## config.mk

```make
export PLATFORM = sky130hd
export DESIGN_NAME = ram_arbiter
export DESIGN_NICKNAME = d
export VERILOG_FILES = /design/src/mem_region_pkg.sv /design/src/ram_arbiter.sv
export SDC_FILE = /design/constraint.sdc
export NUM_CORES = 1
export LEC_CHECK = 0
export BUFFER_PORTS_ARGS = -buffer_cell sky130_fd_sc_hd__buf_2
export CORE_AREA = 4 4 94 96
export DETAILED_ROUTE_END_ITERATION = 10
export DIE_AREA = 0 0 98 100
export PLACE_DENSITY = 0.54
export REMOVE_ABC_BUFFERS = 1
export SLEW_MARGIN = 5
export SYNTH_ARGS = -nofsm -noshare
export SYNTH_HDL_FRONTEND = slang
export SYNTH_SLANG_ARGS = --single-unit
```

## constraint.sdc

```tcl
create_clock -name clk -period 1.14 [get_ports clk]
set_clock_uncertainty 0.15 [all_clocks]
set_input_delay 0.114 -clock clk [delete_from_list [all_inputs] [get_ports clk]]
set_output_delay 0.114 -clock clk [all_outputs]
set_load 0.01 [all_outputs]
```

## src/mem_region_pkg.sv

```systemverilog
`default_nettype none

package mem_region_pkg;

  // Bus widths of the load/store path
  localparam int DATA_W = 32;
  localparam int ADDR_W = 32;
  localparam int BE_W   = DATA_W / 8;

  // Data SRAM geometry, one entry per 32-bit word
  localparam int RAM_IDX_W = 10;
  localparam int RAM_WORDS = 1 << RAM_IDX_W;

  // Page field is address bits 31:20
  localparam int PAGE_LSB = 20;
  localparam logic [ADDR_W-PAGE_LSB-1:0] LOCAL_PAGE = 12'h001;

  typedef logic [DATA_W-1:0]    word_t;
  typedef logic [ADDR_W-1:0]    addr_t;
  typedef logic [BE_W-1:0]      be_t;

  // Word index into the SRAM, taken from byte address bits 11:2
  typedef logic [RAM_IDX_W-1:0] ram_idx_t;

  // Target that owes the core its next response
  typedef enum logic [0:0] {
    RESP_RAM = 1'b0,
    RESP_BUS = 1'b1
  } resp_src_e;

endpackage

`default_nettype wire

```

## src/ram_arbiter.sv

```systemverilog
`timescale 1ns/1ps
`default_nettype none

module ram_arbiter
  import mem_region_pkg::*;
(
  input  wire logic     clk,
  input  wire logic     rst_n,

  // Port 0, external slave, highest priority
  input  wire logic     p0_req_i,
  output logic          p0_gnt_o,
  output logic          p0_rvalid_o,
  input  wire ram_idx_t p0_idx_i,
  input  wire logic     p0_we_i,
  input  wire be_t      p0_be_i,
  input  wire word_t    p0_wdata_i,
  output word_t         p0_rdata_o,

  // Port 1, core path
  input  wire logic     p1_req_i,
  output logic          p1_gnt_o,
  output logic          p1_rvalid_o,
  input  wire ram_idx_t p1_idx_i,
  input  wire logic     p1_we_i,
  input  wire be_t      p1_be_i,
  input  wire word_t    p1_wdata_i,
  output word_t         p1_rdata_o,

  // SRAM side
  output logic          ram_en_o,
  output ram_idx_t      ram_idx_o,
  output logic          ram_we_o,
  output be_t           ram_be_o,
  output word_t         ram_wdata_o,
  input  wire word_t    ram_rdata_i
);

  // Which port was granted in the previous cycle
  logic p0_granted_q;
  logic p1_granted_q;

  // Fixed priority, port 0 never waits
  assign p0_gnt_o = p0_req_i;
  assign p1_gnt_o = p1_req_i & ~p0_req_i;

  assign ram_en_o = p0_req_i | p1_req_i;

  always_comb
  begin
    if (p0_req_i)
    begin
      ram_idx_o   = p0_idx_i;
      ram_we_o    = p0_we_i;
      ram_be_o    = p0_be_i;
      ram_wdata_o = p0_wdata_i;
    end
    else
    begin
      ram_idx_o   = p1_idx_i;
      ram_we_o    = p1_we_i;
      ram_be_o    = p1_be_i;
      ram_wdata_o = p1_wdata_i;
    end
  end

  always_ff @(posedge clk, negedge rst_n)
  begin
    if (!rst_n)
    begin
      p0_granted_q <= 1'b0;
      p1_granted_q <= 1'b0;
    end
    else
    begin
      p0_granted_q <= p0_gnt_o;
      p1_granted_q <= p1_gnt_o;
    end
  end

  // One response per grant, one cycle later
  assign p0_rvalid_o = p0_granted_q;
  assign p1_rvalid_o = p1_granted_q;

  // Read data only goes to the port that owns the response
  assign p0_rdata_o = p0_granted_q ? ram_rdata_i : '0;
  assign p1_rdata_o = p1_granted_q ? ram_rdata_i : '0;

  // A core request held off by port 0 keeps its command until granted
  a_p1_hold: assert property (@(posedge clk) disable iff (!rst_n)
    (p1_req_i && !p1_gnt_o) |=>
      (p1_req_i && $stable(p1_idx_i) && $stable(p1_we_i) &&
       $stable(p1_be_i) && $stable(p1_wdata_i)))
    else $error("ram_arbiter: port 1 request dropped or changed while waiting");

endmodule

`default_nettype wire

```

==> impl_metrics.py, run 1 <==
metrics = {
    "timing": {
        "rsz0062_at_grt": "true",
        "maxSlewHeadroom": 0.9249,
        "finalCritPeriodShare": 1.159,
        "fin_crit_ns": 1.321,
        "finalHoldWorstSlack_ns": 0.006408,
        "max_freq_ghz": 0.7568,
        "setup_viol": 80,
        "worst_pin_slew_ns": 0.1127,
        "finalMaxSlewViolations": 0,
        "hold_viol": 0,
        "worst_slack_ns": -0.1813,
    },
    "drt": {
        "firstDrtPassIters": 4,
        "via_per_inst": 3.977,
        "drtIter0Drc": 28,
        "postRouteAntennaNets": 0,
        "postRouteWirelength_um": 7205,
        "via_count": 1913,
        "wl_per_cell_um": 14.98,
        "drc": 0,
    },
    "critical_path": {
        "required_ns": 0.88,
        "crit_fanout": 33,
        "path_class": "flop to output pin",
        "cp_cell_sequence": "buf_12 > and2_1 > buf_2",
        "start_kind": "flop",
        "worstPathArrival_ns": 1.06,
        "crit_path_top_delay_cell": "dfrtp_1",
        "crit_family": "flip-flops",
        "slowest_delay_ns": 0.38,
        "path_buf_inv": 2,
        "worst_setup_path_end_kind": "output pin",
    },
    "logic_synthesis": {
        "synthMuxAreaShare": 0.5097,
        "syn_avg_cell_area_sq_um": 8.640,
        "synth_fa_ha_area_frac": 0,
        "yosys_warnings": 0,
        "synth-simple-area-share": 0.3763,
        "ys_ff_latch": 2,
        "netlist_area_sq_um": 1097,
        "synth_cells": 127,
        "synth_top_family_by_area": "multiplexers",
        "ys_seq_area_frac": 0.04561,
        "synth_compound_area_frac": 0,
        "ys_types": 9,
        "synth-xor-area-share": 0,
    },
    "floorplan": {
        "ioPinCount": 246,
        "initial_core_util": 0.1363,
        "die-area_sq_um": 9800,
        "die_h_um": 100,
        "die_w_um": 98,
        "rows": 33,
        "coreArea_sq_um": 8051,
    },
    "grt": {
        "antenna_found_initial": 0,
        "grt_pass1_wl_um": 10280,
        "grt_start_max_net_pins": 34,
        "grt_usage": 0.1313,
        "grt_pass1_vias": 1900,
        "grt_overflow": 0,
    },
    "pwr": {
        "leakage_nw": 1.825,
        "powerDensity_nw_per_um2": 520.5,
        "ir_worst_vdd_v": 0.0002688,
        "power_w": 0.001607,
    },
    "place": {
        "dp_hpwl_um": 6108,
        "placed_cell_area_sq_um": 2467,
        "port_buffers": 245,
        "place_congestion": 0.8053,
    },
    "cells_and_area": {
        "diodes": 0,
        "area_growth_pct": 181.3,
        "nNetsFinal": 508,
        "fill_cells": 841,
        "final_layout_size_suffix_gt1_frac": 0.8298,
        "finalInstanceArea_sq_um": 3087,
    },
    "clock_tree": {
        "tritoncts": "yes",
        "numCtsBuffers": 3,
        "clk_pin_slew_ns": 0.03,
        "h-tree-depth": 1,
        "cts_root_buf": "clkbuf_8",
        "clockBufferDepth": 2,
        "cts_sinks": 2,
    },
    "job": {
        "drv_cap": 0,
    },
    "run_status": {
        "violations": "negative setup slack",
        "outcome": "complete, but fails checks",
    },
    "min_path": {
        "hp-class": "primary input to flop",
    },
}
[final timing paths]
| path | startpoint | end | cells after the start |
|---|---|---|---|
| setup / recovery | p0_rvalid_o | p0_rdata_o[12] | 3 |
| hold / removal | p1_req_i | p1_rvalid_o | 2 |
| max in group asynchronous | rst_n | p0_rvalid_o | 2 |
| min in group asynchronous | rst_n | p0_rvalid_o | 2 |
[kinds of logic (layout without fill, tap and decap cells)]
logic type             count (synthesis)  in the layout
multiplexers                          47             47
AND/OR/NAND/NOR                       66             66
buffers and inverters                 12            261
flip-flops                             2              2
[report_power, final]
group          total (W)  switching [W]  leakage (nW)  internal (W)
sequential     0.0000782     0.00000289        0.0245     0.0000753
clock           0.000288      0.0000636        0.0216      0.000224
combinational    0.00124       0.000476          1.78      0.000765
[per-stage QoR]
step | cells | setup WS (ns) | TNS, ns | util
after floorplan | 115 | -0.02172 | -0.8205 | -
after global placement | 470 | -0.09287 | -2.627 | 0.3064
after detailed placement | 470 | -0.09394 | -2.847 | 0.3064
after CTS | 481 | -0.1897 | -12.36 | 0.3566
after global routing | 481 | -0.2234 | -14.26 | 0.3834
final | 481 | -0.1813 | -11.32 | 0.3834
[sequential cells by signal (all words and copies together) (netlist names)]
register	count
p1_rvalid_o	1
p0_rvalid_o	1
[repair_timing]
action / 4_1_cts / 5_1_grt
pin swaps: 1 / 1
setup buffers: 2 / 0
endpoints found under the setup margin: 114 / 93
gates resized for setup: 44 / 48
endpoints found under the hold margin: 2 / 0
hold buffers: 1 / 0
gates cloned: 5 / 1
[layout by cell type (no fill, tap or decap), drive strengths merged]
cell type / n
clkbuf: 4
dfrtp: 2
or2: 1
dlygate4sd3: 1
buf: 256
mux2: 47
nor2b: 1
and2: 64
[metal layers]
metal / part of all wire / track usage / wire length [um]
met1: 0.33 / 0.1403 / 2395
met2: 0.53 / 0.2487 / 3794
met3: 0.13 / 0.04795 / 949
met4: 0.0090 / 0.02449 / 65
met5: 0 / 0 / 0
[cells in the mapped netlist (all sizes together)]
cell | count | area (sq um)
and2 | 64 | 400.4
buf | 6 | 52.55
nor2b | 1 | 6.260
clkbuf | 6 | 22.52
mux2 | 47 | 559.3
or2 | 1 | 6.260
dfrtp | 2 | 50.05
[layout make-up]
cell class | instances | area, sq um | share of cell area
clock buffers | 3 | 41.29 | 0.01338
multi-input cells | 113 | 1094 | 0.3543
flip-flops and latches | 2 | 50.05 | 0.01621
well taps | 105 | 131.4 | 0.04256
repair buffers | 258 | 1770 | 0.5736
No activity file was read; power rests on OpenSTA's default activity.
==> inputs of run 2 (changes only) <==
Settings changed: TNS_END_PERCENT set to 10.
==> run 2 against run 1 <==
Effect of this change: the run still ends with negative setup slack left; combinational power is 16% lower; worst hold slack better by 0.0031 ns; global-route usage is 0.66 points lower; critical endpoint unchanged; largest power group unchanged.
==> impl_metrics.py, run 2 (synthesized netlist as in run 1, its figures left out) <==
metrics = {
    "clock_tree": {
        "numCtsBuffers": 3,
        "h-tree-depth": 1,
        "clk_pin_slew_ns": 0.03,
        "cts_root_buf": "clkbuf_8",
        "cts_sinks": 2,
        "clockBufferDepth": 2,
        "tritoncts": "yes",
    },
    "floorplan": {
        "die_w_um": 98,
        "rows": 33,
        "coreArea_sq_um": 8051,
        "die-area_sq_um": 9800,
        "die_h_um": 100,
        "initial_core_util": 0.1363,
        "ioPinCount": 246,
    },
    "timing": {
        "finalCritPeriodShare": 1.160,
        "worst_pin_slew_ns": 0.1663,
        "maxSlewHeadroom": 0.8891,
        "rsz0062_at_grt": "true",
        "fin_crit_ns": 1.322,
        "finalMaxSlewViolations": 0,
        "hold_viol": 0,
        "max_freq_ghz": 0.7565,
        "worst_slack_ns": -0.1819,
        "finalHoldWorstSlack_ns": 0.009522,
        "setup_viol": 87,
    },
    "pwr": {
        "powerDensity_nw_per_um2": 522.1,
        "ir_worst_vdd_v": 0.0002749,
        "leakage_nw": 1.637,
    },
    "grt": {
        "grt_pass1_wl_um": 9860,
        "grt_pass1_vias": 1849,
        "grt_start_max_net_pins": 34,
        "grt_overflow": 0,
        "grt_usage": 0.1247,
        "antenna_found_initial": 0,
    },
    "critical_path": {
        "crit_fanout": 33,
        "worstPathArrival_ns": 1.06,
        "slowest_delay_ns": 0.38,
        "worst_setup_path_end_kind": "output pin",
        "start_kind": "flop",
        "cp_cell_sequence": "buf_12 > and2_1 > buf_2",
        "crit_path_top_delay_cell": "dfrtp_1",
        "path_class": "flop to output pin",
        "required_ns": 0.88,
    },
    "drt": {
        "drc": 0,
        "via_count": 1863,
        "via_per_inst": 3.930,
        "firstDrtPassIters": 4,
        "postRouteWirelength_um": 6829,
        "postRouteAntennaNets": 0,
        "drtIter0Drc": 23,
        "wl_per_cell_um": 14.41,
    },
    "min_path": {
        "hp-class": "primary input to flop",
    },
    "place": {
        "pre_cts_ws_ns": -0.09394,
        "dp_hpwl_um": 6108,
        "port_buffers": 245,
        "place_congestion": 0.8053,
    },
    "cells_and_area": {
        "nNetsFinal": 501,
        "area_growth_pct": 145.2,
        "final_layout_size_suffix_gt1_frac": 0.8266,
        "diodes": 0,
        "utilization": 0.3341,
        "mostFrequentLayoutCells": "buf_2 (231), and2_1 (60), mux2_4 (27)",
        "layout_commonest_cell": "buf_2",
    },
    "job": {
        "drv_cap": 0,
    },
    "run_status": {
        "outcome": "complete, but fails checks",
        "violations": "negative setup slack",
    },
}
==> run 2: metrics by stage <==
step                      total power [W]  std cells  instance area, sq um  setup TNS [ns]
after detailed placement         0.001036        470                  2467          -2.847
final                            0.001405        474                  2690          -10.72
after CTS                        0.001393        474                  2624          -11.17
after floorplan                 0.0004658        115                  1022         -0.8205
after global placement           0.001033        470                  2467          -2.627
after global routing             0.001501        474                  2690          -14.24
==> run 2: power by group <==
part	switching, W	internal (W)	total (W)	leakage [nW]
sequential	0.00000287	0.0000752	0.0000781	0.0245
clock	0.0000649	0.000224	0.000289	0.0216
combinational	0.000438	0.000599	0.00104	1.59
==> run 2: path summary, 6_finish.rpt <==
path | from | endpoint | slack [ns] | cells past startpoint
min in group asynchronous | rst_n | p0_rvalid_o | 0.06 | 2
setup / recovery | p0_rvalid_o | p0_rdata_o[12] | -0.18 | 3
max in group asynchronous | rst_n | p1_rvalid_o | 0.68 | 2
hold / removal | p1_req_i | p1_rvalid_o | 0.01 | 2
==> run 2: routing by layer <==
metal	wire length [um]	GRT usage	up-vias
met4	62	0.02556	0
met1	2395	0.1374	800
li1	-	-	900
met5	0	0	-
met3	959	0.05003	10
met2	3412	0.2267	153
==> run 2: what timing repair did <==
| item | 4_1_cts | 5_1_grt |
|---|---|---|
| pin swaps | 4 | 2 |
| setup endpoints to repair | 114 | 105 |
| gates cloned | 0 | 0 |
| hold buffers | 1 | 0 |
| endpoints found under the hold margin | 2 | 0 |
| setup buffers | 0 | 0 |
| resized for setup | 24 | 15 |
==> run 2: worst max-delay path: cells and delay by family (launching register included) <==
family	cells	cell delay (ns)
AND/OR/NAND/NOR	1	0.15
flip-flops	1	0.38
buffers and inverters	2	0.30
==> run 2: final cells by class <==
class | count | area (sq um)
fillers | 879 | 5361
repair buffers | 251 | 1411
multi-input cells | 113 | 1056
well taps | 105 | 131.4
flip-flops and latches | 2 | 50.05
clock buffers | 3 | 41.29
