==> config.mk <==
export PLATFORM = sky130hd
export DESIGN_NAME = lsu_demux
export DESIGN_NICKNAME = d
export VERILOG_FILES = /design/src/mem_region_pkg.sv /design/src/lsu_demux.sv
export SDC_FILE = /design/constraint.sdc
export NUM_CORES = 1
export LEC_CHECK = 0
export BUFFER_PORTS_ARGS = -buffer_cell sky130_fd_sc_hd__buf_2
export CORE_AREA = 2 2 95 97
export DETAILED_ROUTE_END_ITERATION = 7
export DIE_AREA = 0 0 97 99
export PLACE_DENSITY_LB_ADDON = 0.15
export RECOVER_POWER = 100
export REMOVE_ABC_BUFFERS = 1
export SLEW_MARGIN = 15
export SYNTH_ARGS = -nofsm -noshare
export SYNTH_HDL_FRONTEND = slang
export SYNTH_SLANG_ARGS = --single-unit
==> constraint.sdc <==
create_clock -name clk -period 1.1 [get_ports clk]
set_input_delay 0.11 -clock clk [delete_from_list [all_inputs] [get_ports clk]]
set_output_delay 0.11 -clock clk [all_outputs]
set_load 0.05 [all_outputs]
==> src/mem_region_pkg.sv <==
`default_nettype none

package mem_region_pkg;

  // Bus widths of the load/store path
  localparam int DATA_W = 32;
  localparam int ADDR_W = 32;
  localparam int BE_W   = DATA_W / 8;

  // Data SRAM geometry, one entry per 32-bit word
  localparam int RAM_IDX_W = 10;
  localparam int RAM_WORDS = 1 << RAM_IDX_W;

  // Page field is address bits 31:20
  localparam int PAGE_LSB = 20;
  localparam logic [ADDR_W-PAGE_LSB-1:0] LOCAL_PAGE = 12'h001;

  typedef logic [DATA_W-1:0]    word_t;
  typedef logic [ADDR_W-1:0]    addr_t;
  typedef logic [BE_W-1:0]      be_t;

  // Word index into the SRAM, taken from byte address bits 11:2
  typedef logic [RAM_IDX_W-1:0] ram_idx_t;

  // Target that owes the core its next response
  typedef enum logic [0:0] {
    RESP_RAM = 1'b0,
    RESP_BUS = 1'b1
  } resp_src_e;

endpackage

`default_nettype wire

==> src/lsu_demux.sv <==
`timescale 1ns/1ps
`default_nettype none

module lsu_demux
  import mem_region_pkg::*;
(
  input  wire logic  clk,
  input  wire logic  rst_n,

  // Core load/store port
  input  wire logic  core_req_i,
  output logic       core_gnt_o,
  output logic       core_rvalid_o,
  input  wire addr_t core_addr_i,
  input  wire logic  core_we_i,
  input  wire be_t   core_be_i,
  input  wire word_t core_wdata_i,
  output word_t      core_rdata_o,

  // Local SRAM path, command fields are taken from the core port directly
  output logic       ram_req_o,
  input  wire logic  ram_gnt_i,
  input  wire logic  ram_rvalid_i,
  input  wire word_t ram_rdata_i,

  // External bus
  output logic       bus_req_o,
  input  wire logic  bus_gnt_i,
  input  wire logic  bus_rvalid_i,
  output addr_t      bus_addr_o,
  output logic       bus_we_o,
  output be_t        bus_be_o,
  output word_t      bus_wdata_o,
  input  wire word_t bus_rdata_i
);

  logic      is_local;
  resp_src_e req_tgt;
  resp_src_e resp_src;
  logic [2:0] outstanding;
  logic [2:0] pending;

  // Page compare on address bits 31:20
  assign is_local = (core_addr_i[ADDR_W-1:PAGE_LSB] == LOCAL_PAGE);
  assign req_tgt  = is_local ? RESP_RAM : RESP_BUS;

  assign ram_req_o = core_req_i &  is_local;
  assign bus_req_o = core_req_i & ~is_local;

  assign bus_addr_o  = core_addr_i;
  assign bus_we_o    = core_we_i;
  assign bus_be_o    = core_be_i;
  assign bus_wdata_o = core_wdata_i;

  assign core_gnt_o = (ram_req_o & ram_gnt_i) | (bus_req_o & bus_gnt_i);

  // Remember where the next response comes from
  always_ff @(posedge clk, negedge rst_n)
  begin
    if (!rst_n)
    begin
      resp_src <= RESP_RAM;
    end
    else if (core_gnt_o)
    begin
      resp_src <= req_tgt;
    end
  end

  // Grants minus responses for the current target
  always_ff @(posedge clk, negedge rst_n)
  begin
    if (!rst_n)
    begin
      outstanding <= '0;
    end
    else
    begin
      case ({core_gnt_o, core_rvalid_o})
        2'b10:   outstanding <= outstanding + 3'd1;
        2'b01:   outstanding <= outstanding - 3'd1;
        default: outstanding <= outstanding;
      endcase
    end
  end

  // A response arriving this cycle no longer counts
  assign pending = outstanding - {2'b00, core_rvalid_o};

  assign core_rvalid_o = ram_rvalid_i | bus_rvalid_i;
  assign core_rdata_o  = (resp_src == RESP_BUS) ? bus_rdata_i : ram_rdata_i;

  a_one_rvalid: assert property (@(posedge clk) disable iff (!rst_n)
    !(ram_rvalid_i && bus_rvalid_i))
    else $error("lsu_demux: SRAM and bus responses in the same cycle");

  a_no_switch: assert property (@(posedge clk) disable iff (!rst_n)
    (core_req_i && (req_tgt != resp_src)) |-> (pending == '0))
    else $error("lsu_demux: target switch with responses outstanding");

  // Every response must belong to an earlier grant
  a_no_stray_rvalid: assert property (@(posedge clk) disable iff (!rst_n)
    core_rvalid_o |-> (outstanding != '0))
    else $error("lsu_demux: response without a pending grant");

endmodule

`default_nettype wire

==> results of run 1 <==
==> power breakdown <==
part           leakage, nW  internal (mW)  switching [mW]   total (mW)
registers          0.00844         0.0374       0.0000146       0.0375
logic                0.842          0.310           0.454        0.764
clock network    0.0000190    0.000000365               0  0.000000365
==> cell families after synthesis <==
| group | share of synthesized area [%] |
|---|---|
| compound gates | 1.33 |
| flops | 2.42 |
| simple gates | 7.15 |
| mux | 35.9 |
| buf+inv | 53.2 |
==> worst register-to-register path, cell delays in order (launching register included) <==
cell and delay [ns]:
dfrtp_2 0.40, buf_4 0.15, buf_4 0.12, inv_1 0.06
a21oi_1 0.04, a2bb2oi_1 0.12
==> cell usage in the layout, fill, tap and decap left out, drive strengths merged, types with 2 or more instances in the layout <==
cell type  netlist  layout
nand2            2       2
buf             73     127
nor4             2       2
mux2            32      32
diode            0       3
clkbuf           0      13
==> worst min-delay path by stage <==
stage	slack (ns)	to	startpoint	cells after the start
after detailed placement	-0.11	resp_src	rst_n	1
after CTS	0.22	bus_addr_o[16]	core_addr_i[16]	0
after global placement	-0.11	resp_src	rst_n	1
after global routing	0.22	bus_wdata_o[29]	core_wdata_i[29]	0
final	0.22	bus_addr_o[16]	core_addr_i[16]	0
after floorplan	-0.19	resp_src	rst_n	0
==> layout make-up <==
class	count	share of cell area, %
well taps	108	7.87
diodes	3	0.437
repair buffers	141	61.3
flip-flops and latches	1	1.53
multi-input cells	44	28.6
inverters	1	0.218
==> metal layers <==
| layer | up-vias | global-route usage [%] |
|---|---|---|
| li1 | 472 | - |
| met1 | 458 | 13.5 |
| met2 | 187 | 22.5 |
| met3 | 10 | 24.2 |
| met4 | 10 | 0.217 |
| met5 | - | 8.72 |
==> timing repair <==
action / 4_1_cts / 5_1_grt
setup buffers: 2 / 0
endpoints found under the hold margin: 1 / 0
hold buffers: 1 / 0
endpoints found under the setup margin: 35 / 35
gates resized for setup: 84 / 1
pin swaps: 5 / 2
gates cloned: 3 / 0
==> impl_metrics.tcl, run 1 <==
set metrics [dict create \
    status "finished, violations left" \
    violations "negative setup slack" \
    r2r_setup_slack_ns 0.09 \
    drive_gt1_share_pct 89.3 \
    grt_setup_unrepaired "yes" \
    wirelength_um 8360 \
    r2r_start "resp_src" \
    fillCellCount 976 \
    largest_reg_flops 1 \
    wl_met1_um 2250 \
    final.setup_skew_ns 0 \
    crit_chain "buf_12 > buf_16 > mux2_2 > buf_8" \
    crit_end "core_rdata_o[30]" \
    cellPowerDensity_nw_per_um2 466 \
    synth_seq_cells 1 \
    reg2reg_to "resp_src" \
    coreArea_sq_um 8550 \
    post-place-ws_ns -0.249 \
    placed_area_sq_um 1320 \
    worst_pin_slew_ns 0.593 \
    critPathRequiredTime_ns 0.99 \
    ys_warn_count 0 \
    p_leak_nw 0.850 \
    vdd_drop_max_mv 0.158 \
    dpl.cell_count 289 \
    start_util_pct 12.1 \
    io_pins 245 \
    relSlewSlack_pct 60.6 \
    fmax_mhz 803 \
    vias 1137 \
    synth_area_sq_um 1030 \
    die_h_um 99 \
    ys_top_cells_by_count "buf_4 (72), mux2_2 (32), nand2_1 (2), nor4_2 (2)" \
    die_area_sq_um 9600 \
    setup_tns_ns -4.47 \
    syn_inst 119 \
    portBuffers 130 \
    grt_overflow 0 \
    final_cell_area_sq_um 1720 \
    fin_ws_ns -0.145 \
    arrival_ns 1.14 \
    wl_met2_um 3290 \
    worstSetupPathType "register to output pin" \
    top_register "resp_src" \
    critPathMaxStageDelay_ns 0.36 \
    critPathMaxFanout 8 \
    dp_hpwl_um 7320 \
    critPathCaptureType "output pin" \
    place.gp.congestion 0.819 \
    grt_max_degree 9 \
    reg_top3 "resp_src (1)" \
    drt-pass1-iter-count 4 \
    grt_antenna_before_repair 6 \
    viasPerCell 3.82 \
    die_x_um 97 \
    synth-main-ff-cell "dfrtp_1" \
    min_period_over_period_pct 113 \
    ff2ff_path_depth 5 \
    seq_area_frac_synth_pct 2.42 \
    multiInputGateArea_sq_um 492 \
    min_path_type "input port to output pin" \
    cp-start-kind "register" \
    final_antenna_net_count 0 \
    rows 34 \
    async_reset_ff_share_pct 100 \
    crit_cells 4 \
    drt-initial-drc-count 18 \
    grt_pass1_wl_um 10700 \
    yosysMostFrequentCell "buf_4" \
    hold_violations 0 \
    drv_cap 0 \
    dr_wl_met3_um 2630 \
    insertion_delay_ns 0 \
    final_util_pct 20.1 \
    syn_to_final_growth_pct 66.4 \
    grt_use_total_pct 16.3 \
    whs_ns 0.220 \
    yosysTopAreaCellShare_pct 52.4 \
    cp_top_family "buffers and inverters" \
    drc 0 \
    yosys-top-cells-area "buf_4 (52%), mux2_2 (35%), dfrtp_1 (2.4%)" \
    nets 329 \
    worst_path_max_delay_cell "dfrtp_2" \
    top_layer "met5" \
    wire_per_inst_um 28.1 \
    layout.cells.non_filler 298 \
    slew_viol_final 0 \
    synth.avg_cell_area_sq_um 8.67 \
    synth-edff-count 0 \
    timing.final.crit_period_ns 1.25 \
    total_power_mw 0.801 \
    synth.largest_area_cell "buf_4" \
    grt_pass1_vias 1124 \
    path_clk_slew_ns 0 \
    ys_types 15 \
    critPathLaunch "resp_src" \
    path_buf_inv 3 \
    setup_violations 34 \
    area.sequential_sq_um 26.3 \
]
(Power assumes the default switching activity.)
==> run 2: changes to the inputs <==
Settings changed: ABC_AREA set to 1, CORE_AREA 2 2 95 97 to 2 2 94 96, DIE_AREA 0 0 97 99 to 0 0 96 98, RECOVER_POWER 100 to unset.
==> run 2 against run 1 <==
Compared with the run above:
- the flow still finishes with violations (negative setup slack)
- power increased by 6.2%
- synthesized area up 15%
- core utilization is 0.67 points higher
- combinational power up 6.4%
- flip-flop and latch count stayed put
- final area up 2.3%
- sequential power about the same
- first-iteration DRC count down 56%
- highest routed layer unchanged
==> impl_metrics.tcl, run 2 <==
set metrics [dict create \
    seq_area_frac_synth_pct 2.11 \
    coreArea_sq_um 8470 \
    layout_commonest_cell "buf_2" \
    hold_violations 0 \
    ys_top_cells_by_count "buf_4 (69), mux2_4 (29), nand2_1 (8)" \
    fin_ws_ns -0.114 \
    placed_area_sq_um 1470 \
    grt_pass1_vias 1053 \
    insertion_delay_ns 0 \
    critPathMaxFanout 17 \
    start_util_pct 14.0 \
    cp-start-kind "register" \
    portBuffers 130 \
    min_period_over_period_pct 110 \
    grt_max_degree 18 \
    cellPowerDensity_nw_per_um2 484 \
    swShare_pct 54.5 \
    yosysMostFrequentCell "buf_4" \
    status "finished, violations left" \
    final_util_pct 20.8 \
    critPathMaxStageDelay_ns 0.42 \
    die_area_sq_um 9410 \
    final_antenna_net_count 0 \
    p_int_mw 0.387 \
    reg_top3 "resp_src (1)" \
    grt_use_total_pct 15.0 \
    arrival_ns 1.10 \
    yosys-top-cells-area "buf_4 (44%), mux2_4 (37%), buf_12 (5.1%)" \
    r2r_start "resp_src" \
    relSlewSlack_pct 83.3 \
    path_clk_slew_ns 0 \
    wire_per_inst_um 26.2 \
    syn_inst 131 \
    largest_reg_flops 1 \
    crit_chain "buf_12 > mux2_4 > buf_6" \
    critPathCaptureType "output pin" \
    synth-edff-count 0 \
    grt_pass1_wl_um 9270 \
    worst_path_max_delay_cell "dfrtp_2" \
    drt-initial-drc-count 8 \
    ff2ff_path_depth 2 \
    timing.final.crit_period_ns 1.21 \
    async_reset_ff_share_pct 100 \
    grt_setup_unrepaired "yes" \
    fmax_mhz 823 \
    cts_setup_buffers 0 \
    synth.largest_area_cell "buf_4" \
    top_register "resp_src" \
    final_cell_area_sq_um 1760 \
    viasPerCell 3.78 \
    wirelength_um 7980 \
    min_path_cells 0 \
    worstSetupPathType "register to output pin" \
    drc 0 \
    switchingPower_mw 0.464 \
    setup_violations 32 \
    die_h_um 98 \
    synth_area_sq_um 1180 \
    combPwrFrac_pct 95.6 \
    drt-pass1-iter-count 3 \
    die_x_um 96 \
    ys_types 13 \
    power.share.clock_pct 0 \
    min_path_type "input port to output pin" \
    grt_antenna_before_repair 2 \
    place.gp.congestion 0.694 \
    synth.avg_cell_area_sq_um 9.04 \
    syn_to_final_growth_pct 48.4 \
    min_from "core_wdata_i[23]" \
    yosysTopAreaCellShare_pct 43.7 \
    synth-main-ff-cell "dfrtp_1" \
    diodes 0 \
    drive_gt1_share_pct 92.4 \
    holdPathEnd "bus_wdata_o[23]" \
    final.setup_skew_ns 0 \
    synth_seq_cells 1 \
    slew_viol_final 0 \
    vias 1152 \
    pwr-share-seq_pct 4.4 \
    io_pins 245 \
    drv_cap 0 \
    layout_common_cells "buf_2 (93), buf_6 (35), mux2_4 (32), buf_4 (6)" \
    dp_hpwl_um 7090 \
    reg2reg_to "resp_src" \
    nets 339 \
    setup_tns_ns -2.99 \
    vdd_drop_max_mv 0.150 \
    critPathRequiredTime_ns 0.99 \
    total_power_mw 0.851 \
    violations "negative setup slack" \
    p_leak_nw 1.03 \
    ys_warn_count 0 \
    grt_overflow 0 \
    worst_pin_slew_ns 0.253 \
    whs_ns 0.220 \
    r2r_setup_slack_ns 0.42 \
    rows 34 \
]
[run 2: cell type report]
type                       count  area (sq um)
timing repair buffer         139           977
inverter                       6          25.0
fill                         945          6710
multi-input combinational     51           594
tap                          108           135
sequential                     1          26.3
[run 2: logic make-up after synthesis]
logic type	count (synthesis)	share of synthesized area (%)
buf+inv	79	51.6
mux	32	39.6
simple gates	18	6.23
compound gates	1	0.422
flops	1	2.11
[run 2: how the worst max path moves through the flow]
stage               cells past startpoint               end  startpoint  slack [ns]
floorplan                               1  core_rdata_o[17]    resp_src       -0.86
global placement                        3  core_rdata_o[25]    resp_src       -0.16
detailed placement                      3  core_rdata_o[27]    resp_src       -0.17
CTS                                     3  core_rdata_o[27]    resp_src       -0.15
global route                            3   core_rdata_o[6]    resp_src       -0.15
finish                                  3  core_rdata_o[27]    resp_src       -0.11
[run 2: power groups by stage]
| stage | logic, mW | registers (mW) | clock network, mW |
|---|---|---|---|
| after floorplan | 0.358 | 0.0376 | 0 |
| after CTS | 0.790 | 0.0375 | 0 |
| after detailed placement | 0.694 | 0.0375 | 0 |
| final | 0.813 | 0.0375 | 0 |
| after global routing | 0.852 | 0.0375 | 0 |
| after global placement | 0.694 | 0.0375 | 0 |
[run 2: through the flow]
step | worst slack [ns] | std cells
floorplan | -0.860 | 58
global placement | -0.158 | 304
detailed placement | -0.168 | 304
CTS | -0.151 | 305
global route | -0.152 | 305
finish | -0.114 | 305
[run 2: metal layers]
metal,global-route usage [%],part of all wire [%]
met1,12.0,26
met3,22.3,32
met5,2.22,0.16
met4,0,0.025
met2,22.0,41
[run 2: critical path, delay by kind of cell, from the launching register on]
family                 cells  cell delay [ns]
DFF                        1             0.42
buffers and inverters      2             0.35
muxes                      1             0.32
[run 2: timing repair]
action / CTS / global route
pin swaps: 0 / 8
hold buffers: 1 / 0
endpoints found under the setup margin: 34 / 36
gates resized for setup: 65 / 22
gates cloned: 0 / 0
hold endpoints to repair: 1 / 0
==> run 3: changes to the inputs <==
Settings changed: CORE_AREA 2 2 94 96 to 2 2 95 97, DIE_AREA 0 0 96 98 to 0 0 97 99.
Clock period 1.1 ns to 1.5 ns, I/O delays scaled along.
==> run 3 against run 2 <==
Compared with the run above:
- highest routed layer unchanged
- worst setup slack better by 0.34 ns
- cell count down 2.0%
- final area down 19%
- first-iteration DRC count rose to 2.6 times the previous value
- clock skew unchanged
- the run now ends clean
==> impl_metrics.tcl, run 3 (synthesis results as in run 2) <==
set metrics [dict create \
    grt_setup_unrepaired "no" \
    swShare_pct 60.5 \
    setup_violations 0 \
    nets 333 \
    wire_per_inst_um 24.3 \
    vias 1105 \
    rows 34 \
    vdd_drop_max_mv 0.0892 \
    timing.final.crit_period_ns 1.27 \
    placed_area_sq_um 1420 \
    final.setup_skew_ns 0 \
    final_antenna_net_count 0 \
    die_x_um 97 \
    min_period_over_period_pct 84.9 \
    grt.busiest_layer "met2" \
    hold_violations 0 \
    insertion_delay_ns 0 \
    cp-start-kind "register" \
    crit_chain "buf_12 > mux2_4 > buf_2" \
    grt_overflow 0 \
    critPathCaptureType "output pin" \
    grt_pass1_vias 1039 \
    met3_usage_pct 20.4 \
    cellPowerDensity_nw_per_um2 368 \
    path_buf_inv 2 \
    relSlewSlack_pct 81.3 \
    layout_commonest_cell "buf_2" \
    die_h_um 99 \
    fmax_mhz 785 \
    drt-pass1-iter-count 2 \
    min_path_type "input port to output pin" \
    status "completed" \
    io_pins 245 \
    drive_gt1_share_pct 86.9 \
    die_area_sq_um 9600 \
    power.share.clock_pct 0 \
    combPwrFrac_pct 94.8 \
    reg_top3 "resp_src (1)" \
    diodes 0 \
    grt_util_met2_pct 21.4 \
    viasPerCell 3.70 \
    cts_resized 0 \
    arrival_ns 1.12 \
    critPathMaxStageDelay_ns 0.39 \
    layout_common_cells "buf_2 (130), mux2_4 (29), nand2_1 (8), nor2_1 (7), inv_1 (6)" \
    drv_cap 0 \
    pwr-share-seq_pct 5.2 \
    cts_setup_buffers 0 \
    syn_to_final_growth_pct 20.9 \
    setup_tns_ns 0 \
    worst_path_max_delay_cell "dfrtp_2" \
    use_met1_pct 10.2 \
    drc 0 \
    switchingPower_mw 0.318 \
    top_register "resp_src" \
    cts-hold-fix-buffers 1 \
    whs_ns 0.300 \
    wirelength_um 7250 \
    largest_reg_flops 1 \
    cp_top_family "buffers and inverters" \
    worstSetupPathType "register to output pin" \
    start_util_pct 13.9 \
    critPathRequiredTime_ns 1.35 \
    worst_pin_slew_ns 0.282 \
    portBuffers 130 \
    coreArea_sq_um 8550 \
    p_int_mw 0.208 \
    total_power_mw 0.526 \
    slew_viol_final 0 \
    drt-initial-drc-count 21 \
    p_leak_nw 0.910 \
    place.gp.congestion 0.751 \
    grt_pass1_wl_um 9100 \
    grt_max_degree 20 \
    path_clk_slew_ns 0 \
    dp_hpwl_um 6820 \
    critPathMaxFanout 19 \
    grt_use_total_pct 13.9 \
    final_cell_area_sq_um 1430 \
    grt_antenna_before_repair 0 \
]
-- run 3: worst reg2reg max path, delay by kind of cell, from the launching register on --
| family | cells | cell delay [ns] |
|---|---|---|
| buf+inv | 1 | 0.18 |
| flops | 1 | 0.42 |
| simple gates | 2 | 0.13 |
-- run 3: layer usage --
| layer | up-vias | routed length [um] |
|---|---|---|
| li1 | 472 | - |
| met1 | 455 | 1700 |
| met2 | 172 | 3150 |
| met3 | 4 | 2300 |
| met4 | 2 | 15 |
| met5 | - | 84 |
-- run 3: worst paths after layout --
kind | start | end | slack [ns] | cells after the start
worst max-delay path | resp_src | core_rdata_o[21] | 0.23 | 3
worst min-delay path | core_be_i[0] | bus_be_o[0] | 0.30 | 0
worst max register to register | resp_src | resp_src | 0.65 | 3
worst min register to register | resp_src | resp_src | 0.76 | 3
max in group asynchronous | rst_n | resp_src | 0.94 | 2
min in group asynchronous | rst_n | resp_src | 0.46 | 2
-- run 3: final cells by class --
class                           count  area, sq um
Fill cell                         999         7120
Timing Repair Buffer              133          701
Multi-Input combinational cell     51          548
Tap cell                          108          135
Sequential cell                     1         26.3
Inverter                            6         22.5
-- run 3: metrics by stage --
step	util [%]	setup WS, ns	cells
after global placement	16.6	0.225	298
after CTS	16.8	0.212	299
final	16.8	0.227	299
after floorplan	-	-0.500	58
after detailed placement	16.6	0.212	298
after global routing	16.8	0.0997	299
-- run 3: power by group through the flow --
stage,clock network [mW],registers (mW),logic [mW]
3_5_place_dp,0,0.0275,0.500
3_3_place_gp,0,0.0275,0.499
4_1_cts,0,0.0275,0.503
5_1_grt,0,0.0275,0.525
2_1_floorplan,0,0.0276,0.263
6_report,0,0.0275,0.499
